### config.mk
export PLATFORM = sky130hd
export DESIGN_NAME = memStage
export DESIGN_NICKNAME = d
export VERILOG_FILES = /design/src/logic/memStage.sv
export SDC_FILE = /design/constraint.sdc
export NUM_CORES = 2
export LEC_CHECK = 0
export BUFFER_PORTS_ARGS = -buffer_cell sky130_fd_sc_hd__buf_4
export CORE_MARGIN = 3
export CORE_UTILIZATION = 40
export DETAILED_ROUTE_END_ITERATION = 8
export GPL_ROUTABILITY_DRIVEN = 1
export PLACE_DENSITY = 0.64
export SLEW_MARGIN = 15
export SYNTH_ARGS = -nofsm -noshare
export SYNTH_HDL_FRONTEND = slang
export SYNTH_SLANG_ARGS = --single-unit
### constraint.sdc
create_clock -name clock -period 4 [get_ports clock]
set_clock_uncertainty 0.15 [all_clocks]
set_input_delay 1 -clock clock [delete_from_list [all_inputs] [get_ports clock]]
set_output_delay 1 -clock clock [all_outputs]
set_load 0.03 [all_outputs]
### src/logic/memStage.sv
`timescale 1ns/1ps

module memStage #(
    parameter int dmemDepth = 64
) (
    input  logic        clock,
    input  logic        reset,
    input  logic [31:0] aluOut,
    input  logic [31:0] writeData,
    input  logic [4:0]  writeReg,
    input  logic        regWrite,
    input  logic        memToReg,
    input  logic        memWrite,
    input  logic        halt,
    output logic        wbValid,
    output logic [4:0]  wbReg,
    output logic [31:0] wbValue,
    output logic        storeValid,
    output logic [31:0] storeAddr,
    output logic [31:0] storeData,
    output logic        haltSeen
);
    localparam int addrWidth = $clog2(dmemDepth);

    logic        regWriteM;
    logic        memToRegM;
    logic        memWriteM;
    logic        haltM;
    logic [31:0] aluOutM;
    logic [31:0] writeDataM;
    logic [4:0]  writeRegM;
    logic [31:0] dmem [dmemDepth];
    logic [31:0] loadWord;

    always_ff @(posedge clock) begin
        if (reset) begin
            regWriteM <= 1'b0;
            memToRegM <= 1'b0;
            memWriteM <= 1'b0;
            haltM     <= 1'b0;
        end else begin
            regWriteM <= regWrite;
            memToRegM <= memToReg;
            memWriteM <= memWrite;
            haltM     <= halt;
        end
    end

    always_ff @(posedge clock) begin
        aluOutM    <= aluOut;
        writeDataM <= writeData;
        writeRegM  <= writeReg;
    end

    // Word addressed, the low two address bits are ignored.
    always_ff @(posedge clock) begin
        if (memWriteM) begin
            dmem[aluOutM[addrWidth+1:2]] <= writeDataM;
        end
    end

    assign loadWord = dmem[aluOutM[addrWidth+1:2]];

    assign wbValid    = regWriteM && (writeRegM != 5'd0);
    assign wbReg      = writeRegM;
    assign wbValue    = memToRegM ? loadWord : aluOutM;
    assign storeValid = memWriteM;
    assign storeAddr  = aluOutM;
    assign storeData  = writeDataM;
    assign haltSeen   = haltM;

endmodule

# Yosys cells after proc, flatten, opt, wreduce, memory -nomap -nowiden
# Memories as Yosys holds them, arrays and structs flattened. A register that Yosys moved wholly into a read port is not among the register bits.
# Index checks and enable logic that the tools add are counted.
[op_classes]
n_lt_le_gt_ge = 0
n_mul = 0
shift = 0
n_mux = 3
n_div = 0
add_sub_neg = 0
reduce_logical = 2
bitwise_logic = 0
n_eq_ne = 0
[op_table]
columns = ["op", "n"]
rows = [
  ["$mux 32", 1],
  ["$reduce_bool 5->1", 1],
  ["$mux 1", 2],
  ["$logic_and 1x1->1", 1],
]
[totals]
latch_bits = 0
out_inout_bits = 104
n_memories = 1
ram_bits = 2048
mem_bits_ro = 0
regBits = 73
[memory_table]
columns = ["name", "depth", "width", "rd", "rd_clocked_by_memory_dff", "wr", "line", "rtl"]
rows = [
  ["dmem", 64, 32, 1, 1, 1, "32", "logic [31:0] dmem [dmemDepth];"],
]

# Logic depth before layout (Yosys ltp)
[depth]
word_depth = 2
ltp_mapped = 12

# Worst setup path before layout
# OpenSTA, ideal clock, no wires.
[synth_path]
path_type = "reg2reg"
startpoint = "reg aluOutM[4] (netlist: storeAddr[4])"
endpoint = "mem dmem[15][0], enable pin"
n_path_buf = 6
path_stages_with_launch = 9
period_less_slack_ns = 3.863
setup_ns = 0.421
arrival_time_ns = 3.292
slack_ns = 0.137
path_cell_list = "dfxtp_1 -> buf_4 -> buf_4 -> buf_4 -> buf_4 -> buf_2 -> buf_2 -> nand2_1 -> nor2_1"
[synth_lines]
columns = ["item", "line", "rtl"]
rows = [
  ["start, declared", "29", "logic [31:0] aluOutM;"],
  ["start signal, assigned", "50", "aluOutM <= aluOut;"],
  ["end, declared", "32", ""],
]
# Straight into the memory's write port.

==> flow_metrics.tcl <==
set metrics [dict create \
    cts_hold_buf 0 \
    critPathMaxFanout 7 \
    drc 0 \
    firstDrtPassIters 6 \
    grt_pass1_vias 48554 \
    setup-violations-final 32 \
    nets 5283 \
    yosysSeqAreaShare_pct 78.1 \
    postSynthCellCount 4259 \
    rows 164 \
    antenna_found_initial 12 \
    rsz0062_at_grt "true" \
    powerDensity_nw_per_um2 469 \
    cts_max_level 4 \
    fin_ws_ns -0.880 \
    initial_core_util_pct 40.3 \
    routed-via-count 51388 \
    irDropWorstVdd_mv 0.384 \
    finalHoldViolCount 0 \
    max_slew_margin_pct 37.4 \
    die_area_um2 207000 \
    synth_edf_count 2048 \
    synth_cell_types 71 \
    globalRouteOverflowTotal 0 \
    fin_crit_ns 4.88 \
    clk_pin_slew_ns 0.06 \
    clk_latency_ns 0.89 \
    synthesis.area_um2 80600 \
    first_iter_violations 9052 \
    worstMarginPinSlew_ns 0.937 \
    ant_nets 0 \
    num_io_pins 179 \
    critPathRequiredTime_ns 2.85 \
    gp_congestion 0.897 \
    dp.cells 7415 \
    violations "negative setup slack" \
    synthToLayoutAreaGrowth_pct 28.3 \
    wl_um 298000 \
    cts_tree "done" \
    synthArstFlopShare_pct 0 \
    synth_top_area_share_pct 76.3 \
    grt_pass1_wl_um 402000 \
    track_usage_pct 28.0 \
    cts_buffer_depth 3 \
    maxSlewViolCount 0 \
    dp_hpwl_um 176000 \
    timing.fmax_mhz 205 \
    coreArea_um2 200000 \
    yosysWarnings 0 \
    end_kind "output pin" \
    synth_most_common_cell "edfxtp_1" \
    synth_seq_cells 2121 \
    via_per_inst 6.38 \
    min_path_type "in2reg" \
    power_leakage_nw 34.5 \
    syn-num-nets 4334 \
    crit_type "reg2out" \
    post-route-period-util_pct 122 \
    status "finished, violations left" \
    io_buffers 178 \
    die-height_um 455 \
    dp_slack_ns -0.531 \
    drive_gt1_share_pct 38.3 \
    grt_max_degree 66 \
    cp.arrival_ns 3.73 \
    synthFlopType "edfxtp_1" \
    synth_commonest_cells "edfxtp_1, mux2i_1, a221oi_1" \
    wl_per_cell_um 37.0 \
    die_w_um 455 \
    fill_cells 15442 \
    synth_area_per_cell_um2 18.9 \
    gr-max-usage-layer "met2" \
    clock-sinks 2121 \
    cts_root_buffer "clkbuf_16" \
    met3_usage_pct 7.47 \
    fin_total_pwr_w 0.0485 \
    critPathLaunchType "flop" \
    synth_area_leader_cell "edfxtp_1" \
    met1_usage_pct 37.0 \
    max-cap-violations 0 \
    use_met2_pct 42.3 \
    synth_area_leaders "edfxtp_1, mux4_2, mux2i_1, a221oi_1, mux2_2" \
    final_cells 8059 \
    numCtsBuffers 213 \
]
-- area by class of cell --
type	instances	area, um^2	share of cell area, %
antenna	7	17.5	0.0169
clock inverter	136	1330	1.28
inverter	4	48.8	0.0472
clock buffer	267	5580	5.40
sequential	2121	63000	61.0
tap	2656	3320	3.22
multi-input combinational	1848	18800	18.2
timing repair buffer	1020	11300	10.9
-- cell usage in the layout, fill, tap and decap left out, types with 45 or more instances in the layout --
cell type / count
buf_12: 165
nor2_4: 70
buf_6: 122
nor2_1: 115
a22oi_1: 106
mux2_2: 144
o21ai_0: 63
a21oi_1: 104
a221oi_1: 102
nand2_1: 89
mux2i_1: 220
a221oi_2: 89
clkinv_2: 45
edfxtp_1: 2048
mux4_2: 152
o22ai_1: 69
buf_4: 662
clkbuf_16: 223
clkbuf_1: 50
-- final timing paths --
| kind | start | to | slack, ns | depth (start not counted) |
|---|---|---|---|---|
| min reg2reg | storeData[26] | dmem[58][26] | 0.37 | 0 |
| max reg2reg | storeAddr[3] | dmem[62][29] | 0.62 | 8 |
| max | storeAddr[3] | wbValue[5] | -0.88 | 13 |
| min | aluOut[27] | storeAddr[27] | 0.06 | 1 |
-- power breakdown --
group | switching, W | internal (W) | total (W)
Clock | 0.00888 | 0.0110 | 0.0199
Sequential | 0.0000837 | 0.0245 | 0.0245
Combinational | 0.00244 | 0.00161 | 0.00404
-- stage by stage --
stage / hold slack [ns] / utilization (%) / area (um^2) / TNS [ns]
4_1_cts: 0.00626 / 50.5 / 101000 / -22.69
6_report: 0.0620 / 51.7 / 103000 / -22.34
2_1_floorplan: 0.878 / - / 80600 / 0
5_1_grt: 0.0328 / 51.6 / 103000 / -23.61
3_5_place_dp: 0.421 / 45.3 / 90500 / -3.57
3_3_place_gp: 0.422 / 45.3 / 90500 / -3.60
-- state kept, by name, summed over array words and instances (netlist names) --
signal      count
dmem         2048
storeAddr      32
regWriteM       1
memToRegM       1
storeValid      1
storeData      32
wbReg           5
haltSeen        1
-- routing by layer --
metal  wire, um  share of wire, %  up-vias
li1           -                 -    19679
met1     103000                35    26171
met2     134000                45     4573
met3      40800                14      957
met4      19600               6.6        8
met5         57             0.019        -
-- cell families (layout without fill, tap and decap cells) --
| kind of cell | count (synthesis) | count (layout) | share of synthesized area [%] |
|---|---|---|---|
| compound gates | 924 | 924 | 8.41 |
| buf+inv | 291 | 1427 | 2.01 |
| flops | 2121 | 2121 | 78.1 |
| mux | 544 | 544 | 9.38 |
| other cells | 0 | 7 | 0 |
| simple gates | 379 | 380 | 2.06 |
-- timing repair --
| item | 4_1_cts | 5_1_grt |
|---|---|---|
| setup buffers | 130 | 101 |
| pin swaps | 86 | 164 |
| setup endpoints to repair | 32 | 32 |
| gates resized for setup | 389 | 302 |
| gates cloned | 20 | 9 |
-- critical path, cell delays in order (launching register included) --
cell	delay, ns
dfxtp_4	0.39
buf_6	0.14
buf_12	0.12
clkbuf_16	0.17
buf_4	0.15
nand2b_4	0.13
buf_4	0.14
o22ai_1	0.08
a211o_1	0.30
a21oi_2	0.25
a211oi_4	0.10
o211ai_1	0.46
buf_4	0.26
buf_6	0.14
Note: power is estimated with default switching activity, not from simulation.
