### src/logic/cpuPkg.sv
package cpuPkg;

    // Primary opcodes, instruction bits 31:26.
    localparam logic [5:0] opRType = 6'h00;
    localparam logic [5:0] opAddi  = 6'h08;
    localparam logic [5:0] opLw    = 6'h23;
    localparam logic [5:0] opSw    = 6'h2b;
    localparam logic [5:0] opBeq   = 6'h04;
    localparam logic [5:0] opJ     = 6'h02;
    localparam logic [5:0] opHalt  = 6'h3f;

    // Function codes of R-type instructions, bits 5:0.
    localparam logic [5:0] fnAdd = 6'h20;
    localparam logic [5:0] fnSub = 6'h22;
    localparam logic [5:0] fnAnd = 6'h24;
    localparam logic [5:0] fnOr  = 6'h25;
    localparam logic [5:0] fnSlt = 6'h2a;
    localparam logic [5:0] fnSll = 6'h00;

    typedef enum logic [2:0] {
        aluAdd,
        aluSub,
        aluAnd,
        aluOr,
        aluSlt,
        aluSll
    } aluOpT;

    // Source of an execute operand.
    typedef enum logic {
        fwdNone,
        fwdMem
    } fwdSelT;

    typedef struct packed {
        logic [31:0] instruction;
        logic [31:0] pcPlusFour;
        logic        valid;
    } fetchToDecodeT;

    typedef struct packed {
        logic        regWrite;
        logic        memToReg;
        logic        memWrite;
        logic        aluSrc;
        logic        regDst;
        logic        halt;
        aluOpT       aluOp;
        logic [31:0] rsValue;
        logic [31:0] rtValue;
        logic [31:0] immediate;
        logic [4:0]  rs;
        logic [4:0]  rt;
        logic [4:0]  rd;
        logic [4:0]  shamt;
    } decodeToExecuteT;

endpackage

### src/logic/fetchStage.sv
`timescale 1ns/1ps

module fetchStage #(
    parameter int imemDepth = 64
) (
    input  logic                         clock,
    input  logic                         reset,
    input  logic                         start,
    input  logic                         loadValid,
    input  logic [$clog2(imemDepth)-1:0] loadAddr,
    input  logic [31:0]                  loadData,
    output logic                         loadReady,
    input  logic                         stallFetch,
    input  logic                         branchTaken,
    input  logic [31:0]                  branchTarget,
    input  logic                         haltSeen,
    output logic                         done,
    output cpuPkg::fetchToDecodeT        fetchOut
);
    localparam int addrWidth = $clog2(imemDepth);

    typedef enum logic [1:0] {
        idle,
        running,
        draining
    } runStateT;

    runStateT    state;
    logic [31:0] pc;
    logic [31:0] imem [imemDepth];
    logic [31:0] instruction;
    logic        haltFetched;

    // Program words can only be loaded while the core sits idle.
    assign loadReady = (state == idle);

    assign instruction = imem[pc[addrWidth+1:2]];

    // A halt behind a taken branch is squashed, so it must not stop fetching.
    assign haltFetched = (instruction[31:26] == cpuPkg::opHalt) && !stallFetch && !branchTaken;

    assign fetchOut = '{
        instruction: instruction,
        pcPlusFour:  pc + 32'd4,
        valid:       (state == running)
    };

    always_ff @(posedge clock) begin
        if (loadValid && loadReady) begin
            imem[loadAddr] <= loadData;
        end
    end

    always_ff @(posedge clock) begin
        if (reset) begin
            state <= idle;
            pc    <= '0;
            done  <= 1'b0;
        end else begin
            case (state)
                idle: begin
                    if (start) begin
                        state <= running;
                        pc    <= '0;
                        done  <= 1'b0;
                    end
                end
                running: begin
                    if (haltFetched) begin
                        state <= draining;
                    end
                    // A stalled branch may still hold stale operands.
                    if (!stallFetch) begin
                        pc <= branchTaken ? branchTarget : pc + 32'd4;
                    end
                end
                draining: begin
                    if (haltSeen) begin
                        state <= idle;
                        done  <= 1'b1;
                    end
                end
                default: state <= idle;
            endcase
        end
    end

endmodule

### config.mk
export PLATFORM = sky130hd
export DESIGN_NAME = fetchStage
export DESIGN_NICKNAME = d
export VERILOG_FILES = /design/src/logic/cpuPkg.sv /design/src/logic/fetchStage.sv
export SDC_FILE = /design/constraint.sdc
export NUM_CORES = 2
export LEC_CHECK = 0
export BUFFER_PORTS_ARGS = -buffer_cell sky130_fd_sc_hd__buf_2
export CORE_AREA = 2 2 452 454
export DETAILED_ROUTE_END_ITERATION = 12
export DIE_AREA = 0 0 454 456
export SLEW_MARGIN = 15
export SYNTH_ARGS = -nofsm -noshare
export SYNTH_HDL_FRONTEND = slang
export SYNTH_SLANG_ARGS = --single-unit
### constraint.sdc
create_clock -name clock -period 5.9 [get_ports clock]
set_input_delay 1.18 -clock clock [delete_from_list [all_inputs] [get_ports clock]]
set_output_delay 1.18 -clock clock [all_outputs]
set_load 0.03 [all_outputs]
Word level (Yosys, flattened, before mapping)
Memories as Yosys holds them, arrays and structs flattened. A register that Yosys moved wholly into a read port is not among the register bits.
Index checks and enable logic that the tools add are counted.
{"block": "word_totals", "mem_count": 1, "register_bits": 35, "mem_bits_rw": 2048, "word_cells": 38, "inputBits": 77, "output_inout_bits": 67}
{"block": "op_classes", "n_eq_ne": 7, "n_reduce_logical": 11, "n_mux": 15, "add_sub_neg": 1}
{"name": "imem", "depth": 64, "width": 32, "read_ports": 1, "rd_ports_with_merged_regs": 1, "write_ports": 1, "line": "fetchStage.sv:30", "rtl": "logic [31:0] imem [imemDepth];"}
{"cell": "two-way mux 32 bit", "n": 3}
{"cell": "one-hot mux 32 bit (2 select lines)", "n": 1}
{"cell": "adder 32 x 3 -> 32 bit (second input constant)", "n": 1}
{"cell": "two-way mux 6 bit", "n": 2}
{"cell": "AND reduction 3 bit", "n": 3}
{"cell": "equality test 6 bit (second input constant)", "n": 1}
{"cell": "two-way mux 2 bit", "n": 3}
{"cell": "inequality test 2 bit (second input constant)", "n": 3}
{"cell": "one-hot mux 2 bit (3 select lines)", "n": 1}
{"cell": "two-way mux 1 bit", "n": 4}
{"cell": "nonzero test 2 bit", "n": 2}
{"cell": "logical AND 1 bit", "n": 3}
{"cell": "equality test 2 x 1 -> 1 bit (second input constant)", "n": 1}
{"cell": "equality test 2 bit (second input constant)", "n": 1}
{"cell": "zero test 1 bit", "n": 2}
{"cell": "zero test 2 bit", "n": 1}
{"cell": "inequality test 2 x 1 -> 1 bit (second input constant)", "n": 1}
{"cell": "one-hot mux 1 bit (2 select lines)", "n": 1}

Depth between registers and ports, before layout
{"block": "logic_depth", "ltp_word": 6, "depth_mapped": 12, "mapped_depth_nobuf": 8}

Least setup slack after synthesis
OpenSTA, ideal clock, no wires.
{"block": "synth_path", "path_kind": "flip-flop to output port", "from": "register with a tool-made name", "to": "output port fetchOut[35] (netlist bit)", "setup_slack_ps": 2075, "arrival_ps": 2645, "n_path_buf": 5, "required_ps": 4720, "stages_incl_launch_ff": 11, "cell_sequence": "dfxtp_1 -> buf_6 -> buf_4 -> buf_2 -> buf_6 -> clkbuf_1 -> mux4_2 -> mux4_2 -> mux2_2 -> nand2_1 -> o21ai_1"}
{"element": "end: declaration", "line": "fetchStage.sv:18", "rtl": "output cpuPkg::fetchToDecodeT fetchOut"}

==> flow_summary.ini <==
[power]
powerDensity_nw_per_um2 = 329
total_power_mw = 30.4
vdd_drop_max_mv = 0.270
leakage_nw = 27.7

[synth]
syn_inst = 3387
synth_commonest_cells = 2048 x edfxtp_1, 624 x mux4_2, 124 x nor2_1
synth_nets = 3465
dominantRegCellSynth = edfxtp_1
syn_area_sq_um = 80400
syn_avg_cell_area_sq_um = 23.7
yosysSeqAreaShare_pct = 77.5
yosysTopAreaCellShare_pct = 76.5
yosysWarnings = 0
yosys-top-cells-area = edfxtp_1 77%, mux4_2 17%, dfxtp_1 1.0%, nor2_1 0.58%, mux2i_1 0.56%
synth.most_common_cell = edfxtp_1
synth.ff_latch_count = 2089
synth_cell_types = 69
postSynth.asyncResetShare_pct = 0
synth_edf_count = 2048
synth_top_area_cell = edfxtp_1

[timing]
tightestPinTransition_ps = 1240
holdWs_ps = 484
finClkSkew_ps = 43.2
post-route-period-util_pct = 88.6
hold_viol = 0
rsz0062_at_grt = false
slew_headroom_pct = 17.4
setup_violations = 0
max_freq_mhz = 191
slew_viol_final = 0
setup_tns_ps = 0
fin_crit_ps = 5230

[cts]
hold_buffers = 0
cts_buffers = 204
cts_htree_levels = 4
root_buffer = clkbuf_16
clkTransAtPathRegs_ps = 60
post_cts_resize_count = 0
cts_num_sinks = 2089
clock_latency_ps = 840
post-cts-setup-buffers = 0
cts_tree = built
cts_buffer_depth = 3

[route]
drt-initial-drc-count = 5522
wl_um = 218000
postRouteAntennaNets = 0
dr_total_vias = 38700
wl_per_cell_um = 33.3
drc = 0
vias_per_cell = 5.91
drtPass1Iterations = 6

[floorplan]
start_util_pct = 39.9
dieArea_sq_um = 207000
core-area_sq_um = 202000
io_pins = 144
dieWidth_um = 454
num_rows = 165
die_h_um = 456

[outcome]
status = completed

[placed_design]
placed_area_sq_um = 85700
portBuffers = 143
hpwl_um = 123000
gp_routability_congestion = 0.799

[global_routing]
grt_use_met2_pct = 32.9
grtUsageMet3_pct = 3.66
antenna_found_initial = 27
grt_pass1_wl_um = 304000
track_usage_pct = 21.0
grt_max_degree = 92
grt-busiest-layer = met2
first_global_vias = 38300
overflow = 0
grtUsageMet1_pct = 30.5

[critical_path]
critical_path.startpoint_type = register
crit_top_cell = mux4_2
cp_slowest_cell = dfxtp_4
setup.worst_path.end_class = output pin
worst-path-max-fanout = 32
arrival_ps = 4050
critical_path_class = register to output pin
cp_slowest_stage_delay_ps = 630
crit_chain = buf_12 -> buf_12 -> mux4_2 -> mux4_2 -> mux4_2 -> buf_2
worstPathRequired_ps = 4720

[flow_run]
maxCapViolCount = 0

[final_layout]
fin_nets = 3785
fin_util_pct = 45.8
final_area_sq_um = 92300
fillers = 16500
area_delta_synth_final_pct = 14.8
drive_above_1_share_pct = 33.2

[worst_hold_path]
min_path_type = register to register
[layout by cell type (no fill, tap or decap), types with 36 or more instances in the layout]
cell type and instances:
clkbuf_1 53, buf_12 48, buf_4 110, mux4_2 624
mux2i_1 45, clkbuf_16 208, nor2_4 64, nor2_1 59
dfxtp_1 36, nand2_1 42, edfxtp_1 2048, clkinv_1 51
buf_2 140
[final timing paths]
check	cells after the start	slack, ps	startpoint	end
hold reg to reg	2	480	done	done
setup / recovery	6	670	register	fetchOut[36]
hold / removal	2	480	done	done
setup reg to reg	6	1950	state[0]	imem[62][1]
[metal layers]
| layer | part of all wire (%) | wire, um |
|---|---|---|
| met3 | 8.4 | 18300 |
| met1 | 41 | 90200 |
| met4 | 2.6 | 5610 |
| met2 | 48 | 104000 |
| met5 | 0.032 | 69 |
[critical path, delay by kind of cell, from the launching register on]
kind,cells,cell delay (ps)
mux,3,1660
flops,1,630
buf+inv,3,810
[power breakdown]
group	switching [mW]	internal (mW)	total [mW]
logic	0.686	0.416	1.10
clock network	5.55	7.33	12.9
registers	0.0286	16.3	16.4
total	6.27	24.1	30.4
[registers in the layout (all words and copies together), names as in the netlist, named ones only]
name,cells
imem,2048
pc,32
state,2
done,1
[stage by stage]
stage	worst slack, ps	cells
finish	672	6554
detailed placement	1500	6172
CTS	577	6548
global placement	1520	6172
floorplan	2070	3387
global route	524	6549
[final cells by class]
| cell class | instances | area [sq um] | area share (%) |
|---|---|---|---|
| clock buffers | 261 | 5400 | 5.86 |
| diodes | 5 | 12.5 | 0.0136 |
| inverters | 9 | 33.8 | 0.0366 |
| multi-input cells | 1105 | 17500 | 19.0 |
| well taps | 2672 | 3340 | 3.62 |
| repair buffers | 298 | 2490 | 2.70 |
| flip-flops and latches | 2089 | 62300 | 67.6 |
| clock inverters | 115 | 1150 | 1.25 |
[cell families after synthesis]
logic type	Yosys count	synth area share, %
AO/OA/AOI/OAI	129	1.12
buffers and inverters	193	1.29
multiplexers	679	18.2
adder cells (fa/ha/maj)	1	0.0156
AND/OR/NAND/NOR	268	1.56
XOR/XNOR	28	0.305
flip-flops	2089	77.5
(Power assumes the default switching activity.)
