`src/logic/cpuPkg.sv`:
```
package cpuPkg;

    // Primary opcodes, instruction bits 31:26.
    localparam logic [5:0] opRType = 6'h00;
    localparam logic [5:0] opAddi  = 6'h08;
    localparam logic [5:0] opLw    = 6'h23;
    localparam logic [5:0] opSw    = 6'h2b;
    localparam logic [5:0] opBeq   = 6'h04;
    localparam logic [5:0] opJ     = 6'h02;
    localparam logic [5:0] opHalt  = 6'h3f;

    // Function codes of R-type instructions, bits 5:0.
    localparam logic [5:0] fnAdd = 6'h20;
    localparam logic [5:0] fnSub = 6'h22;
    localparam logic [5:0] fnAnd = 6'h24;
    localparam logic [5:0] fnOr  = 6'h25;
    localparam logic [5:0] fnSlt = 6'h2a;
    localparam logic [5:0] fnSll = 6'h00;

    typedef enum logic [2:0] {
        aluAdd,
        aluSub,
        aluAnd,
        aluOr,
        aluSlt,
        aluSll
    } aluOpT;

    // Source of an execute operand.
    typedef enum logic {
        fwdNone,
        fwdMem
    } fwdSelT;

    typedef struct packed {
        logic [31:0] instruction;
        logic [31:0] pcPlusFour;
        logic        valid;
    } fetchToDecodeT;

    typedef struct packed {
        logic        regWrite;
        logic        memToReg;
        logic        memWrite;
        logic        aluSrc;
        logic        regDst;
        logic        halt;
        aluOpT       aluOp;
        logic [31:0] rsValue;
        logic [31:0] rtValue;
        logic [31:0] immediate;
        logic [4:0]  rs;
        logic [4:0]  rt;
        logic [4:0]  rd;
        logic [4:0]  shamt;
    } decodeToExecuteT;

endpackage

```
`src/logic/hazardUnit.sv`:
```
`timescale 1ns/1ps

module hazardUnit (
    input  logic           [4:0] rsId,
    input  logic           [4:0] rtId,
    input  logic                 isBranch,
    input  logic           [4:0] executeRs,
    input  logic           [4:0] executeRt,
    input  logic           [4:0] executeWriteReg,
    input  logic                 executeRegWrite,
    input  logic           [4:0] wbReg,
    input  logic                 wbValid,
    output cpuPkg::fwdSelT       forwardA,
    output cpuPkg::fwdSelT       forwardB,
    output logic                 stallFetch,
    output logic                 stallDecode,
    output logic                 flushExecute
);
    logic memHit;
    logic branchStall;

    assign memHit = wbValid && (wbReg != 5'd0);

    assign forwardA = (memHit && wbReg == executeRs) ? cpuPkg::fwdMem : cpuPkg::fwdNone;
    assign forwardB = (memHit && wbReg == executeRt) ? cpuPkg::fwdMem : cpuPkg::fwdNone;

    // Beq compares in decode, one stage ahead of any forwarding path.
    assign branchStall = isBranch && executeRegWrite && (executeWriteReg != 5'd0) &&
                         (executeWriteReg == rsId || executeWriteReg == rtId);

    assign stallFetch   = branchStall;
    assign stallDecode  = branchStall;
    assign flushExecute = branchStall;

endmodule

```
`config.mk`:
```
export PLATFORM = sky130hd
export DESIGN_NAME = hazardUnit
export DESIGN_NICKNAME = d
export VERILOG_FILES = /design/src/logic/cpuPkg.sv /design/src/logic/hazardUnit.sv
export SDC_FILE = /design/constraint.sdc
export NUM_CORES = 1
export LEC_CHECK = 0
export BUFFER_PORTS_ARGS = -buffer_cell sky130_fd_sc_hd__buf_2
export CAP_MARGIN = 10
export CORE_AREA = 2 2 39 41
export DETAILED_ROUTE_END_ITERATION = 8
export DIE_AREA = 0 0 41 43
export PLACE_DENSITY = 0.68
export SETUP_SLACK_MARGIN = 0.02
export SYNTH_ARGS = -nofsm -noshare
export SYNTH_HDL_FRONTEND = slang
export SYNTH_SLANG_ARGS = --single-unit
export TNS_END_PERCENT = 5
```
`constraint.sdc`:
```
create_clock -name vclk -period 3.5
set_input_delay 0.7 -clock vclk [all_inputs]
set_output_delay 0.7 -clock vclk [all_outputs]
set_load 0.01 [all_outputs]
```
After elaboration in Yosys (flattened, before gate mapping):

Cells that the tools add are included.

* flip-flop bits (word level): 0
* latch bits: 0
* memory bits (writable): 0
* bits in read-only memories: 0
* output and inout bits: 5
* logic and storage cells: 15
* memories kept: 0

* add/sub/neg operators: 0
* multipliers: 0
* div/mod/pow operators: 0
* magnitude comparators: 0
* eq/ne operators: 4
* shifts and indexed selects: 0
* muxes and demuxes: 2
* bitwise gates (word level): 0
* reductions and logical operators: 9

Operators by type and width (count)
* 5-bit == test: 4
* 5-bit nonzero test: 2
* 1-bit logical AND: 6
* 1-bit two-way mux: 2
* 1-bit logical OR: 1

Depth between registers and ports, before layout:

Gate-level depths: netlist (run 1).

* word-level depth: 4
* depth in mapped cells: 5

Least setup slack after synthesis (run 1):

OpenSTA, ideal clock, no wires.

* path kind: in2out
* start point: input port executeWriteReg[3]
* end point: output port stallDecode
* arrival time: 1.631 ns
* required time: 2.800 ns
* setup slack: 1.169 ns
* cell stages on the path: 4
* buffers on the path: 1
* cells stage by stage: or4_1 o211ai_2 a21oi_1 buf_4

* word-level cells in the longest chain between the ends: 3
* elaborated cells on any way between the ends: 6

RTL lines
* start, declared: RTL line hazardUnit.sv:9 `input logic [4:0] executeWriteReg,`
* 5-bit == test or 5-bit nonzero test (tied branches): RTL line hazardUnit.sv:29, hazardUnit.sv:28
* 1-bit logical OR or 1-bit logical AND (tied branches): RTL line hazardUnit.sv:29, hazardUnit.sv:28
* 1-bit logical AND *: RTL line hazardUnit.sv:28 `assign branchStall = isBranch && executeRegWrite && (executeWriteReg != 5'd0) &&`
* end, declared: RTL line hazardUnit.sv:16 `output logic stallDecode,`

Mark *: on every way between the ends. The rest lies on a longest branch, timed or not.

Worst setup path after layout (run 1):

Ends and elaborated chain as after synthesis.

==> results.toml, run 1 <==
[run_status]
outcome = "finished, final reports clean"

[layout]
layout_common_cells = "buf_2, xor2_1, xnor2_1, nand3_1"
nClkBuffers = 0
n_antenna_cell = 0
seqCellArea_um2 = 0
syn2layout_area_growth_pct = 70.3
mostFrequentLayoutCell = "buf_2"
fin_cells = 87
nFlopsAndLatches = 0
post-route-util_pct = 34.2
layout.nets = 106
drive_gt1_share_pct = 57.7

[synthesis]
synth_nets = 68
yosysWarnings = 0
synthCells = 35
synth_cell_types = 11
syn_area_per_cell_um2 = 7.94
syn_area_um2 = 278
synth_seq_area_share_pct = 0

[placed_design]
io_buffers = 38
pre_cts_slack_ps = 1090
place_congestion = 0.619
dpl.cell_count = 87

[die]
rows = 14
core_mm2 = 0.00138
start_util_pct = 20.1
die_w_um = 41
die-area_mm2 = 0.00176
io-pin-count = 38
die_h_um = 43

[critical_path]
crit_required_ps = 2800
crit_end = "stallDecode"
startpoint_type = "input port"
worstSetupPathType = "in -> out"
crit_path_end_kind = "output port"
cp-startpoint = "executeWriteReg[3]"
worstPathArrival_ps = 1710
critPathMaxFanout = 3

[routing]
vias = 377
vias_per_cell = 4.33
routed_wl_um = 701
first_iter_violations = 0
routedWlPerCell_um = 8.06
ant_nets = 0
drc = 0
dr.pass1.iters = 1

[power]
finalPower_uw = 49.8
p_leak_uw = 0.000237
powerDensity_mw_per_mm2 = 105
ir_drop_v = 0.0000319

[timing]
worst_slack_ps = 1090
fin_tns_setup_ps = 0
slew_violations = 0
worst_slew_pin_slew_ps = 236
setup_viol = 0
timing.fmax_mhz = 415
hold_viol_final = 0
period_needed_ps = 2410
rsz0062_at_grt = "false"
slew_headroom_pct = 84.1
period_share_pct = 68.9

[hold_path]
min_path_type = "in -> out"

[grt]
overflow = 0
gr-usage-all-layers_pct = 8.69
grt_pass1_wl_um = 1130
grt_max_degree = 4
grt_pass1_vias = 313
antenna_found_initial = 0

[cts]
holdBufCountCts = 0
post_cts_buffers = 0
cts_resized = 0

[flow_run]
maxCapViolations = 0
-- cell usage after synthesis --
master | number | area (um^2)
xor2_1 | 10 | 87.6
nor4_1 | 2 | 12.5
o21ai_2 | 1 | 8.76
o211ai_2 | 1 | 12.5
or4_4 | 1 | 11.3
or4_1 | 1 | 7.51
xnor2_1 | 10 | 87.6
nand3_1 | 4 | 20.0
a21oi_1 | 1 | 5.00
nor3_1 | 2 | 10.0
buf_4 | 2 | 15.0
-- critical path: stages --
cell	delay, ps
buf_2	120
or4_1	530
o211ai_2	140
a21oi_1	70
buf_2	140
-- metal layers --
| metal | GRT usage [%] | part of all wire, % | up-vias |
|---|---|---|---|
| met4 | 0 | 0 | 0 |
| met5 | 0 | 0 | - |
| met2 | 18.8 | 50 | 32 |
| li1 | - | - | 193 |
| met1 | 8.23 | 30 | 152 |
| met3 | 0.524 | 20 | 0 |
-- layout make-up --
cell class / instances / area, um^2
Timing Repair Buffer: 38 / 190
Multi-Input combinational cell: 33 / 263
Fill cell: 146 / 911
Tap cell: 16 / 20.0
-- worst min-delay path by stage --
stage                        start      endpoint  slack (ps)  cells after the start
after floorplan           isBranch  flushExecute        1510                      2
after global placement    isBranch   stallDecode        1730                      4
after detailed placement  isBranch  flushExecute        1730                      4
after CTS                 isBranch  flushExecute        1730                      4
after global routing      isBranch  flushExecute        1760                      4
final                     isBranch  flushExecute        1730                      4
-- stage by stage --
stage / cell area [um^2] / hold slack (ps)
2_1_floorplan: 278 / 1510
4_1_cts: 473 / 1730
5_1_grt: 473 / 1760
6_report: 473 / 1730
3_3_place_gp: 473 / 1730
3_5_place_dp: 473 / 1730
-- power by group --
part           switching [uW]  leakage (uW)  internal [uW]
logic                    21.0      0.000237           28.8
clock network               0             0              0
registers                   0             0              0
-- kinds of logic after synthesis --
family	share of synthesized area (%)
AOI/OAI and AO/OA	9.46
and+or+nand+nor	22.1
xor gates and xnor gates	63.1
buffers and inverters	5.40
(Power assumes the default switching activity.)
==> run 2, diff against run 1 <==
--- a/config.mk
+++ b/config.mk
@@ -5,12 +5,13 @@
 export SDC_FILE = /design/constraint.sdc
 export NUM_CORES = 1
 export LEC_CHECK = 0
+export ABC_AREA = 1
 export BUFFER_PORTS_ARGS = -buffer_cell sky130_fd_sc_hd__buf_2
 export CAP_MARGIN = 10
 export CORE_AREA = 2 2 39 41
 export DETAILED_ROUTE_END_ITERATION = 8
 export DIE_AREA = 0 0 41 43
-export PLACE_DENSITY = 0.68
+export PLACE_DENSITY = 0.75
 export SETUP_SLACK_MARGIN = 0.02
 export SYNTH_ARGS = -nofsm -noshare
 export SYNTH_HDL_FRONTEND = slang
==> constraint.sdc (replaced) <==
create_clock -name vclk -period 2.2
set_input_delay 0.44 -clock vclk [all_inputs]
set_output_delay 0.44 -clock vclk [all_outputs]
set_load 0.01 [all_outputs]
==> run 2 against run 1 <==
- global-route usage increased by 2.6 points
- total power increased by 78%
- die area unchanged
- combinational power rose by 78%
- routed wire length rose by 26%
- setup slack worse by 530 ps
- hold slack got worse by 500 ps
- via count grew 25%
- cell area is 13% higher
- sequential share of layout area is the same
- critical path depth rose by 3
- critical path type unchanged
- largest power group unchanged
- highest routed layer unchanged
==> results.toml, run 2 <==
[critical_path]
critPathMaxFanout = 3
worstSetupPathType = "in -> out"
crit_path_end_kind = "output port"
max_stage_delay_ps = 160
crit_required_ps = 1760
cp_cell_sequence = "buf_2 > inv_1 > nand2_1 > nand2_1 > nor2_1 > nand3_1 > a21oi_2 > buf_2"
slowest_stage = "a21oi_2"
startpoint_type = "input port"
worstPathArrival_ps = 1200

[grt]
overflow = 0
gr-usage-all-layers_pct = 11.3
grt_max_degree = 6
grt_pass1_wl_um = 1520
grt_pass1_vias = 440
antenna_found_initial = 0

[power]
powerDensity_mw_per_mm2 = 166
p_leak_uw = 0.000325
ir_drop_v = 0.0000572
finalPower_uw = 88.7

[synthesis]
synth.most_common_cell = "nand2_1"
synth_nets = 99
syn_area_um2 = 338
synthCells = 66
synth_common_cells = "nand2_1, xnor2_1, nor2_1"
netlist.area_leader.share_pct = 31.1
synth_cell_types = 11
synth_seq_area_share_pct = 0
syn_area_per_cell_um2 = 5.12
yosysWarnings = 0
synth_top_cell_by_area = "xnor2_1"
synthTopCellsByArea = "xnor2_1, nand2_1, nor2_1, inv_1, nand3_1"

[routing]
routedWlPerCell_um = 7.48
dr.pass1.iters = 2
ant_nets = 0
first_iter_violations = 2
routed_wl_um = 883
vias_per_cell = 3.99
vias = 471
drc = 0

[hold_path]
holdCritStartpoint = "isBranch"
whs_endpoint = "flushExecute"
min_path_type = "in -> out"
worstHoldPathCells = 4

[die]
start_util_pct = 24.4
io-pin-count = 38
die_w_um = 41
rows = 14
core_mm2 = 0.00138
die_h_um = 43
die-area_mm2 = 0.00176

[timing]
rsz0062_at_grt = "false"
slew_violations = 0
slew_headroom_pct = 85.1
period_share_pct = 74.7
fin_tns_setup_ps = 0
setup_viol = 0
period_needed_ps = 1640
worst_slew_pin_slew_ps = 221
timing.fmax_mhz = 608
hold_viol_final = 0

[layout]
nFlopsAndLatches = 0
drive_gt1_share_pct = 39.2
layout.nets = 137
seqCellArea_um2 = 0
fin_area_um2 = 533
layout_common_cells = "buf_2, nand2_1, xnor2_1, nor2_1, inv_1"
nClkBuffers = 0
mostFrequentLayoutCell = "buf_2"
syn2layout_area_growth_pct = 57.8
post-route-util_pct = 38.5
n_antenna_cell = 0

[cts]
holdBufCountCts = 0
cts_resized = 0
post_cts_buffers = 0

[placed_design]
io_buffers = 38
place_congestion = 0.740
place_area_um2 = 533
dp_hpwl_um = 837

[flow_run]
maxCapViolations = 0

[run_status]
outcome = "finished, final reports clean"
==> run 2: cell count changes in the layout (fill, tap and decap cells not counted), moves of 2 or more <==
cell     delta
inv_1       +9
xnor2_1     +2
nand2_1    +20
nor4_1      -2
nor2_1     +10
nand3_1     +2
xor2_1      -9
==> run 2: cell type report <==
type	instances	area, um^2
fillers	164	851
multi-input cells	54	285
repair buffers	38	190
inverters	10	37.5
well taps	16	20.0
==> run 2: worst max-delay path, delay by kind of cell <==
| family | cells | cell delay (ps) |
|---|---|---|
| AO/OA/AOI/OAI | 1 | 160 |
| buffers and inverters | 3 | 310 |
| AND/OR/NAND/NOR | 4 | 300 |
==> run 2: worst max path at each step <==
stage | slack [ps] | cells past startpoint | end | start
3_5_place_dp | 540 | 8 | stallDecode | executeWriteReg[3]
2_1_floorplan | 640 | 7 | stallDecode | executeWriteReg[3]
6_report | 560 | 8 | stallFetch | executeWriteReg[3]
3_3_place_gp | 550 | 8 | flushExecute | executeWriteReg[3]
5_1_grt | 410 | 8 | flushExecute | executeWriteReg[2]
4_1_cts | 540 | 8 | stallDecode | executeWriteReg[3]
==> run 2: power breakdown <==
group | internal, uW | leakage, uW | switching (uW)
combinational | 48.0 | 0.000325 | 40.6
sequential | 0 | 0 | 0
clock | 0 | 0 | 0
total | 48.0 | 0.000325 | 40.6
==> run 2: routing by layer <==
| layer | GRT usage [%] | share of wire, % | vias up |
|---|---|---|---|
| met1 | 13.9 | 42 | 195 |
| li1 | - | - | 269 |
| met4 | 2.67 | 0 | 0 |
| met2 | 19.7 | 55 | 7 |
| met3 | 1.05 | 2.5 | 0 |
| met5 | 0 | 0 | - |
==> run 2: logic make-up (layout without fill, tap and decap cells) <==
group	Yosys count	in the layout	share of synthesized area (%)
AOI/OAI and AO/OA	2	2	4.07
and+or+nand+nor	39	39	46.7
buffers and inverters	12	48	15.6
xor gates and xnor gates	13	13	33.7
==> run 2: metrics by stage <==
step,hold WS [ps],instances,setup WS [ps]
after floorplan,1010,66,640
after global placement,1230,118,551
after detailed placement,1230,118,540
after CTS,1230,118,539
after global routing,1260,118,410
final,1230,118,556
