## src/logic/cpuPkg.sv

```systemverilog
package cpuPkg;

    // Primary opcodes, instruction bits 31:26.
    localparam logic [5:0] opRType = 6'h00;
    localparam logic [5:0] opAddi  = 6'h08;
    localparam logic [5:0] opLw    = 6'h23;
    localparam logic [5:0] opSw    = 6'h2b;
    localparam logic [5:0] opBeq   = 6'h04;
    localparam logic [5:0] opJ     = 6'h02;
    localparam logic [5:0] opHalt  = 6'h3f;

    // Function codes of R-type instructions, bits 5:0.
    localparam logic [5:0] fnAdd = 6'h20;
    localparam logic [5:0] fnSub = 6'h22;
    localparam logic [5:0] fnAnd = 6'h24;
    localparam logic [5:0] fnOr  = 6'h25;
    localparam logic [5:0] fnSlt = 6'h2a;
    localparam logic [5:0] fnSll = 6'h00;

    typedef enum logic [2:0] {
        aluAdd,
        aluSub,
        aluAnd,
        aluOr,
        aluSlt,
        aluSll
    } aluOpT;

    // Source of an execute operand.
    typedef enum logic {
        fwdNone,
        fwdMem
    } fwdSelT;

    typedef struct packed {
        logic [31:0] instruction;
        logic [31:0] pcPlusFour;
        logic        valid;
    } fetchToDecodeT;

    typedef struct packed {
        logic        regWrite;
        logic        memToReg;
        logic        memWrite;
        logic        aluSrc;
        logic        regDst;
        logic        halt;
        aluOpT       aluOp;
        logic [31:0] rsValue;
        logic [31:0] rtValue;
        logic [31:0] immediate;
        logic [4:0]  rs;
        logic [4:0]  rt;
        logic [4:0]  rd;
        logic [4:0]  shamt;
    } decodeToExecuteT;

endpackage

```

## src/logic/executeStage.sv

```systemverilog
`timescale 1ns/1ps

module executeStage (
    input  cpuPkg::decodeToExecuteT executeIn,
    input  cpuPkg::fwdSelT          forwardA,
    input  cpuPkg::fwdSelT          forwardB,
    input  logic [31:0]             memResult,
    output logic [31:0]             aluOut,
    output logic [31:0]             writeData,
    output logic [4:0]              writeReg,
    output logic                    regWrite,
    output logic                    memToReg,
    output logic                    memWrite,
    output logic                    halt
);
    logic [31:0] srcA;
    logic [31:0] srcB;

    assign srcA = (forwardA == cpuPkg::fwdMem) ? memResult : executeIn.rsValue;

    // The forwarded rt value is also the store data.
    assign writeData = (forwardB == cpuPkg::fwdMem) ? memResult : executeIn.rtValue;
    assign srcB      = executeIn.aluSrc ? executeIn.immediate : writeData;

    always_comb begin
        case (executeIn.aluOp)
            cpuPkg::aluAdd: aluOut = srcA + srcB;
            cpuPkg::aluSub: aluOut = srcA - srcB;
            cpuPkg::aluAnd: aluOut = srcA & srcB;
            cpuPkg::aluOr:  aluOut = srcA | srcB;
            cpuPkg::aluSlt: aluOut = {31'd0, $signed(srcA) < $signed(srcB)};
            cpuPkg::aluSll: aluOut = srcB << executeIn.shamt;
            default:        aluOut = srcA + srcB;
        endcase
    end

    assign writeReg = executeIn.regDst ? executeIn.rd : executeIn.rt;
    assign regWrite = executeIn.regWrite;
    assign memToReg = executeIn.memToReg;
    assign memWrite = executeIn.memWrite;
    assign halt     = executeIn.halt;

endmodule

```

## config.mk

```make
export PLATFORM = sky130hd
export DESIGN_NAME = executeStage
export DESIGN_NICKNAME = d
export VERILOG_FILES = /design/src/logic/cpuPkg.sv /design/src/logic/executeStage.sv
export SDC_FILE = /design/constraint.sdc
export NUM_CORES = 1
export LEC_CHECK = 0
export ABC_AREA = 0
export BUFFER_PORTS_ARGS = -buffer_cell sky130_fd_sc_hd__buf_2
export CAP_MARGIN = 20
export CORE_MARGIN = 10
export CORE_UTILIZATION = 30
export DETAILED_ROUTE_END_ITERATION = 8
export PLACE_DENSITY = 0.53
export SLEW_MARGIN = 20
export SYNTH_ARGS = -nofsm -noshare
export SYNTH_HDL_FRONTEND = slang
export SYNTH_SLANG_ARGS = --single-unit
export TNS_END_PERCENT = 100
```

## constraint.sdc

```tcl
create_clock -name vclk -period 8.1
set_clock_uncertainty 0.15 [all_clocks]
set_input_delay 2.025 -clock vclk [all_inputs]
set_output_delay 2.025 -clock vclk [all_outputs]
set_load 0.01 [all_outputs]
```

## Yosys cells after proc, flatten, opt, wreduce, memory -nomap -nowiden

Cells that the tools add are included.

| storage, ports and cells | value |
|---|---|
| bits in writable memories | 0 |
| latch bits | 0 |
| memories kept | 0 |
| bits of input ports | 159 |
| bits in registers | 0 |
| ROM bits | 0 |

| cells by class | value |
|---|---|
| order comparisons | 1 |
| add/subtract/negate cells | 2 |
| $mul | 0 |
| div/mod/pow operators | 0 |
| muxes and demuxes | 5 |
| eq/ne operators | 5 |
| reduce and logical (&&, ||, !) cells | 0 |
| bitwise logic cells | 2 |
| shift operators | 1 |

Operators by type and width:

| operator | number |
|---|---|
| 32-bit one-hot mux with 5 select lines | 1 |
| 32-bit two-way mux | 3 |
| 32-bit adder | 1 |
| 32-bit AND | 1 |
| 32-bit less-than comparator | 1 |
| 32-bit bitwise OR | 1 |
| 32-bit by 5-bit << shifter with 32-bit output | 1 |
| 32-bit subtractor | 1 |
| 3-bit by 2-bit equality test with 1-bit output (second input constant) | 2 |
| 3-bit equality test (second input constant) | 2 |
| 5-bit two-way mux | 1 |
| 3-bit by 1-bit equality test with 1-bit output (second input constant) | 1 |

## Longest topological paths before layout

Gate-level depths: netlist of the first run.

| logic depth | value |
|---|---|
| word-level depth | 4 |
| gate-level depth with buffers | 19 |
| mapped depth without buffers | 16 |

## Worst setup path after synthesis of the first run

No wires, ideal clock.

| timing | value |
|---|---|
| path kind | input to output |
| start | input executeIn[121] in the netlist's numbering |
| end | output aluOut[26] |
| required time | 5925 ps |
| path buffers | 5 |
| stages on the path | 16 |
| slack | -382 ps |
| arrival time | 6307 ps |
| cells stage by stage | inv_2 buf_2 buf_2 buf_2 buf_1 mux2i_1 ha_1 clkbuf_1 or2_2 o311ai_2 a21oi_1 a211oi_1 o21bai_1 a2111oi_0 a2bb2oi_1 o22ai_1 |

| between the ends | value |
|---|---|
| word-level cells in the longest chain between the ends | 3 |

Ends and longest elaborated chain:

| element | RTL line | RTL |
|---|---|---|
| start: declaration | executeStage.sv:4 | `input cpuPkg::decodeToExecuteT executeIn,` |
| 32-bit two-way mux * | executeStage.sv:23 | `assign srcB = executeIn.aluSrc ? executeIn.immediate : writeData;` |
| 32-bit adder, or another cell as far along | executeStage.sv:27, executeStage.sv:33 |  |
| 32-bit one-hot mux with 5 select lines * | executeStage.sv:26 | `case (executeIn.aluOp)` |
| end: declaration | executeStage.sv:8 | `output logic [31:0] aluOut,` |

Every way passes the cells marked *; elsewhere a longest branch is shown, timed or not.

## Worst setup path in the final report of the first run

| timing | value |
|---|---|
| start | input forwardB |
| end | output aluOut[31] |

| between the ends | value |
|---|---|
| word-level cells in the longest chain between the ends | 4 |

Ends and longest elaborated chain:

| element | RTL line | RTL |
|---|---|---|
| start: declaration | executeStage.sv:6 | `input cpuPkg::fwdSelT forwardB,` |
| 32-bit two-way mux * | executeStage.sv:22 | `assign writeData = (forwardB == cpuPkg::fwdMem) ? memResult : executeIn.rtValue;` |
| 32-bit two-way mux * | executeStage.sv:23 |  |
| 32-bit adder, or another cell as far along | executeStage.sv:27, executeStage.sv:33 |  |
| 32-bit one-hot mux with 5 select lines * | executeStage.sv:26 |  |

Marked as above.

==> results of run 1 <==
==> stage by stage <==
stage | area (sq um) | util | total power, uW | instances | hold slack, ns
2_1_floorplan | 8170 | - | 633 | 1124 | 3.99
3_3_place_gp | 9920 | 0.369 | 977 | 1681 | 3.90
3_5_place_dp | 9920 | 0.369 | 979 | 1681 | 3.90
4_1_cts | 9920 | 0.369 | 985 | 1681 | 3.90
5_1_grt | 10000 | 0.373 | 1100 | 1684 | 3.90
6_report | 10000 | 0.373 | 1010 | 1684 | 3.90
==> critical path, cell delays in order <==
cell       delay [ns]
clkbuf_4         0.19
buf_4            0.15
mux2_4           0.32
mux2i_1          0.30
inv_1            0.09
ha_1             0.27
or4_1            0.57
o211a_1          0.28
o221ai_1         0.35
o31ai_2          0.16
o21a_1           0.26
nor4b_1          0.36
a2111oi_2        0.09
a31oi_1          0.15
buf_2            0.15
==> layer usage <==
| metal | global-route usage | vias up |
|---|---|---|
| met4 | 0.0169 | 4 |
| met1 | 0.278 | 4658 |
| li1 | - | 4577 |
| met5 | 0 | - |
| met3 | 0.0402 | 31 |
| met2 | 0.327 | 423 |
==> worst paths after layout <==
check	start	to	slack, ns
max	forwardB	aluOut[31]	0.19
min	executeIn[119]	halt	3.90
==> Yosys cell counts, types with 14 or more instances <==
cell        n
nand3_1    23
nand2_1    57
nor2_1    110
ha_1       96
nor3_1     18
inv_1     113
o21a_1     16
mux2_2     65
clkbuf_1   53
a211oi_1   16
a21oi_1   109
o22ai_1    16
mux2i_1    73
o21ai_0    67
mux4_2     36
xnor2_1    14
==> kinds of logic after synthesis <==
| kind of cell | Yosys count | share of synthesized area |
|---|---|---|
| AO/OA/AOI/OAI | 368 | 0.296 |
| AND/OR/NAND/NOR | 264 | 0.148 |
| adder cells (fa/ha/maj) | 98 | 0.152 |
| multiplexers | 180 | 0.289 |
| buffers and inverters | 199 | 0.0986 |
| XOR/XNOR | 15 | 0.0161 |
==> final cells by class <==
class              count  area [sq um]
inverters            118           443
repair buffers       300          1720
fillers             2903         16800
well taps            341           427
multi-input cells    925          7430
==> power by group <==
part	internal [uW]	switching (uW)	total, uW
combinational	421	592	1010
sequential	0	0	0
clock	0	0	0
==> what timing repair did <==
item / in CTS / in global routing
endpoints found under the setup margin: 0 / 15
resized for setup: 0 / 20
setup buffers: 0 / 3
==> impl_results.md, run 1 <==
- Setup WS post-layout: ~0.19 ns
- Avg Cell Area, Syn: ~7.3 sq um
- Core box area: 0.0269 sq mm
- Total number of vias: 9693
- Setup WS pre-CTS: 0.0533 ns
- Hold Path Stages: 0
- Final setup vio count: 0
- First-pass GRT wire length: about 55 mm
- Buffers on Ports: about 220
- Final TNS setup: 0 ns
- CP max FO: 9
- Register Area: 0 sq um
- Cell taking the most area after synthesis: ha_1
- Most frequent cells in the layout: buf_2, inv_1, nor2_1
- DRT Pass-1 Iters: 5
- Avg WL per Cell: around 22 um
- Arrival time at the worst endpoint: about 5.7 ns
- Final Max Tran Viols: 0
- Max Cap Violations: 0
- Ratio of cells with drive above 1 in the final layout: 0.326
- Crit start category: primary input
- Post-synth net total: about 1400
- Final hold violations: 0
- Starting Density: 0.304
- Max Fclk: 126 MHz
- 1st-iter DRT viols: about 800
- # hold bufs at CTS: 0
- GRT overflow: 0
- Synth Cell Area: between 0.008 and 0.009 sq mm
- WL met2: approximately 17 mm
- WL met3: 3.27 mm
- Final ANT Viol Nets: 0
- Critical Path RT: about 5.9 ns
- M1 WL: about 16 mm
- Unrepaired setup endpoints after global routing: no
- DPL Wire Length: 30.8 mm
- Global placer's final weighted congestion: 0.969
- Min Tclk post-route: approximately 8 ns
- Area Overhead vs Synth: 22.8%
- Total wire length: between 30 and 40 mm
- Synth top area share: 0.147
- Number of global-route vias before repair: approximately 9400
- Most common cell after layout, fill and taps aside: buf_2
- Register area share after synthesis: 0
- Maximum VDD drop: ~46 uV
- Max_slew headroom: 0.364
- Seq_cells: 0
- Total track usage: 0.202
- Initial antenna violation count: 2
- Post-synth cell types: 76
- Die Wd: between 150 and 200 um
- Worst-Margin Slew: about 0.95 ns
- Drc violations: 0
- Post-route clock period utilization: 0.977
- CP Capture Type: primary output
- Setup CP Type: primary input to primary output
- Post-layout nets: between 1500 and 2000
- Die area: around 0.034 sq mm
- Area contributors post-synth: ha_1, mux4_2, mux2_2, mux2i_1, a21oi_1
- Max Used Layer: met5
- CLK BUF: 0
- IO Pins: ~230
- Cell row count: 60
- DIE HEIGHT: roughly 180 um
- Pwr Density: approximately 100 mW/mm^2
- Diodes inserted: 0
- Synth Instances: between 1000 and 1500
- Routed vias/inst: roughly 5.8
- Hold Path Class: primary input to primary output
- Leak: 0.00477 uW
- Largest net degree at the start of global routing: 35
- Yosys warns: 0
- Result of the run: finished, final reports clean
Power figures use the tool's default switching activity.
==> inputs of run 2 (changes only) <==
==> constraint.sdc (replaced) <==
create_clock -name vclk -period 8.1
set_clock_uncertainty 0.15 [all_clocks]
set_input_delay 0.81 -clock vclk [all_inputs]
set_output_delay 0.81 -clock vclk [all_outputs]
set_load 0.01 [all_outputs]
==> impl_results.md, run 2 (synthesized netlist as in run 1, its figures left out) <==
- GR Util met3: 0.0341
- CP max stage cell: buf_2
- Total number of vias: 9364
- PostCTS Resize Cnt: 0
- Area Overhead vs Synth: 15.1%
- Unrepaired setup endpoints after global routing: no
- First-pass GRT wire length: 52.7 mm
- Seq_cells: 0
- DRT Pass-1 Iters: 5
- GRT overflow: 0
- Buffers on Ports: ~220
- Final TNS setup: 0 ns
- Post-CTS Setup Inserts: 0
- Post-route clock period utilization: 0.814
- Hold Crit Start: executeIn[119]
- Global placer's final weighted congestion: ~0.93
- Routed vias/inst: 5.81
- Max incr delay on CP: 0.64 ns
- 1st-iter DRT viols: a little under 800
- Fillers: approximately 2900
- Multi-input logic area: 0.00736 sq mm
- Met1 Usage GRT: 0.265
- Final Max Tran Viols: 0
- Avg WL per Cell: ~22 um
- Max_slew headroom: 0.384
- Setup WS post-layout: 1.50 ns
- Total wire length: 35.0 mm
- Pwr Density: 99.7 mW/mm^2
- Total track usage: 0.192
- Hold slack: 1.47 ns
- Final hold violations: 0
- Starting Density: 0.304
- Max Fclk: roughly 150 MHz
- DPL Wire Length: 29.0 mm
- Cell row count: 60
- CP Capture Type: primary output
- Hold Path Class: primary input to primary output
- CLK BUF: 0
- Result of the run: finished, final reports clean
- Hold endpoint: halt
- Leak: about 0.0044 uW
- WP buf/inv: 2
- Most common cell after layout, fill and taps aside: buf_2
- Post-layout nets: approximately 1500
- Most frequent cells in the layout: buf_2, inv_1, nor2_1
- Number of global-route vias before repair: about 9100
- Die Wd: about 180 um
- CP max FO: 32
- # hold bufs at CTS: 0
- Worst setup path startpoint: forwardB
- Gr busiest metal: met2
- Ratio of cells with drive above 1 in the final layout: 0.275
- Core box area: about 0.027 sq mm
- Largest net degree at the start of global routing: between 60 and 70
- Register Area: 0 sq um
- Die area: about 0.034 sq mm
- Final setup vio count: 0
- Setup WS pre-CTS: around 1.5 ns
- Critical Path RT: 7.14 ns
- Final ANT Viol Nets: 0
- Drc violations: 0
- Maximum VDD drop: about 50 uV
- Worst-Margin Slew: just over 0.9 ns
- Hold Path Stages: 0
- CP top delay family: compound AO/OA/AOI/OAI gates
- Met2 usage: 0.310
- DIE HEIGHT: ~180 um
- Min Tclk post-route: 6.60 ns
- Crit start category: primary input
- IO Pins: between 200 and 250
- Initial antenna violation count: 2
- Setup CP Type: primary input to primary output
- Worst-path cell chain: buf_2, mux2_2, mux2i_1, ha_1, nor2b_1, o31ai_1, a21oi_1, a31o_2, a31oi_1, o211ai_1, a41oi_1, o21ai_0, a31oi_1, buf_2
- Arrival time at the worst endpoint: between 5 and 6 ns
- Max Cap Violations: 0
[run 2: cell count changes in the layout (fill, tap and decap cells not counted), sizes merged]
cell    before  now
clkbuf       1    0
buf        299  228
diode        0    1
[run 2: per-layer routing]
layer,routed length [um],vias to the layer above
li1,-,4446
met1,15800,4412
met2,15700,461
met3,2960,43
met4,549,2
met5,7,-
[run 2: how the worst max path moves through the flow]
stage                             to  slack, ns  cells after the start
after CTS                 aluOut[31]       1.51                     14
after floorplan           aluOut[26]       2.05                     16
after global placement    aluOut[31]       1.58                     14
after global routing      aluOut[31]       1.12                     14
final                     aluOut[31]       1.50                     14
after detailed placement  aluOut[31]       1.53                     14
[run 2: area by class of cell]
class	instances	area share
Inverter	118	0.0471
Timing Repair Buffer	228	0.124
Antenna cell	1	0.000266
Multi-Input combinational cell	925	0.783
Tap cell	341	0.0454
[run 2: where the power goes]
group	internal (uW)	switching [uW]	leakage, uW
Combinational	369	568	0.00442
Sequential	0	0	0
Clock	0.0000165	0	0.00000000634
[run 2: stage by stage]
stage	utilization	area, sq um	total power (uW)	cells
5_1_grt	0.350	9400	1020	1613
3_3_place_gp	0.349	9390	915	1612
6_report	0.350	9400	937	1613
4_1_cts	0.349	9390	924	1612
2_1_floorplan	-	8160	632	1124
3_5_place_dp	0.349	9390	919	1612
==> inputs of run 3 (changes only) <==
clock period = 6 ns   (was 8.1 ns; I/O delays follow)
==> impl_results.md, run 3 (synthesized netlist as in run 1, its figures left out) <==
- Result of the run: finished, final reports clean
- Drc violations: 0
- Post-route cell area: 0.00955 sq mm
- Final setup vio count: 0
- Register Area: 0 sq um
- Critical Path RT: 5.25 ns
- Routed vias/inst: a little under 6
- Largest net degree at the start of global routing: 37
- Cell row count: 60
- DIE HEIGHT: roughly 180 um
- Post-layout nets: about 1600
- Number of global-route vias before repair: between 9000 and 10000
- Max Fclk: 181 MHz
- Buffers on Ports: 219
- Maximum VDD drop: about 60 uV
- Placed instance area: 0.00955 sq mm
- Ratio of cells with drive above 1 in the final layout: 0.286
- Final Max Tran Viols: 0
- Die area: around 0.034 sq mm
- Total track usage: 0.197
- PostCTS Resize Cnt: 0
- Most common cell after layout, fill and taps aside: buf_2
- CLK BUF: 0
- Unrepaired setup endpoints after global routing: no
- Crit start category: primary input
- Avg WL per Cell: about 22 um
- Final Util: 0.355
- Max_slew headroom: 0.372
- Seq_cells: 0
- Leak: roughly 0.0045 uW
- # hold bufs at CTS: 0
- Post-route clock period utilization: 0.922
- Area Overhead vs Synth: 17.0%
- IO Pins: roughly 230
- Final TNS setup: 0 ns
- Min Tclk post-route: between 5 and 6 ns
- Initial antenna violation count: 1
- Most frequent cells in the layout: buf_2, inv_1, nor2_1
- DRT Pass-1 Iters: 5
- Hold Path Class: primary input to primary output
- Total number of vias: about 9500
- Worst-Margin Slew: around 0.94 ns
- Fillers: around 3000
- Setup CP Type: primary input to primary output
- Final hold violations: 0
- Die Wd: 185 um
- Pwr Density: approximately 130 mW/mm^2
- CP max FO: 11
- Core box area: roughly 0.027 sq mm
- Post-CTS Setup Inserts: 0
- DPL Wire Length: roughly 30 mm
- 1st-iter DRT viols: 867
- Starting Density: 0.304
- GRT overflow: 0
- Total wire length: 35.8 mm
- Global placer's final weighted congestion: 0.978
- Final ANT Viol Nets: 0
- Max Cap Violations: 0
- Arrival time at the worst endpoint: around 4.8 ns
- First-pass GRT wire length: approximately 54 mm
- CP Capture Type: primary output
run 3: cell types whose count changed in the layout (fill, tap and decap cells not counted):
cell	before	now
a2111oi_0	3	4
a2111oi_1	1	0
buf_4	9	30
run 3: worst paths after layout:
check                     startpoint    endpoint  cells after the start
worst max-delay path        forwardB  aluOut[31]                     15
worst min-delay path  executeIn[119]        halt                      0
run 3: final cells by class:
type | count | area [sq um] | share of cell area
multi-input combinational | 925 | 7360 | 0.770
inverter | 118 | 443 | 0.0464
antenna | 1 | 2.50 | 0.000262
tap | 341 | 427 | 0.0447
timing repair buffer | 249 | 1320 | 0.138
run 3: critical path, stage by stage:
cell and delay, ns:
buf_2 0.14, buf_4 0.22, mux2_2 0.40, mux2i_1 0.30, ha_1 0.40, nor2b_1 0.11, a2111oi_0 0.59, o311ai_0 0.34
o221ai_1 0.46, o31ai_1 0.21, o21a_1 0.27, nor4b_1 0.36, a2111oi_2 0.09, a31oi_1 0.15, buf_2 0.15
run 3: layer usage:
| metal | part of all wire | track usage | vias up |
|---|---|---|---|
| met5 | 0 | 0 | - |
| met4 | 0.014 | 0.0250 | 0 |
| met3 | 0.092 | 0.0404 | 30 |
| met2 | 0.45 | 0.314 | 456 |
| met1 | 0.45 | 0.272 | 4530 |
| li1 | - | - | 4483 |
run 3: per-stage QoR:
step / total power (uW) / setup WS (ns) / instances / hold WS (ns)
4_1_cts: 1270 / 0.518 / 1633 / 1.05
6_report: 1290 / 0.465 / 1634 / 1.05
2_1_floorplan: 854 / 0.368 / 1124 / 1.14
3_3_place_gp: 1260 / 0.537 / 1633 / 1.05
5_1_grt: 1400 / 0.122 / 1634 / 1.05
3_5_place_dp: 1260 / 0.549 / 1633 / 1.05
run 3: report_power, final:
part | switching, uW | leakage (uW) | internal [uW]
combinational | 777 | 0.00452 | 511
sequential | 0 | 0 | 0
clock | 0 | 0.00000000634 | 0.0000223
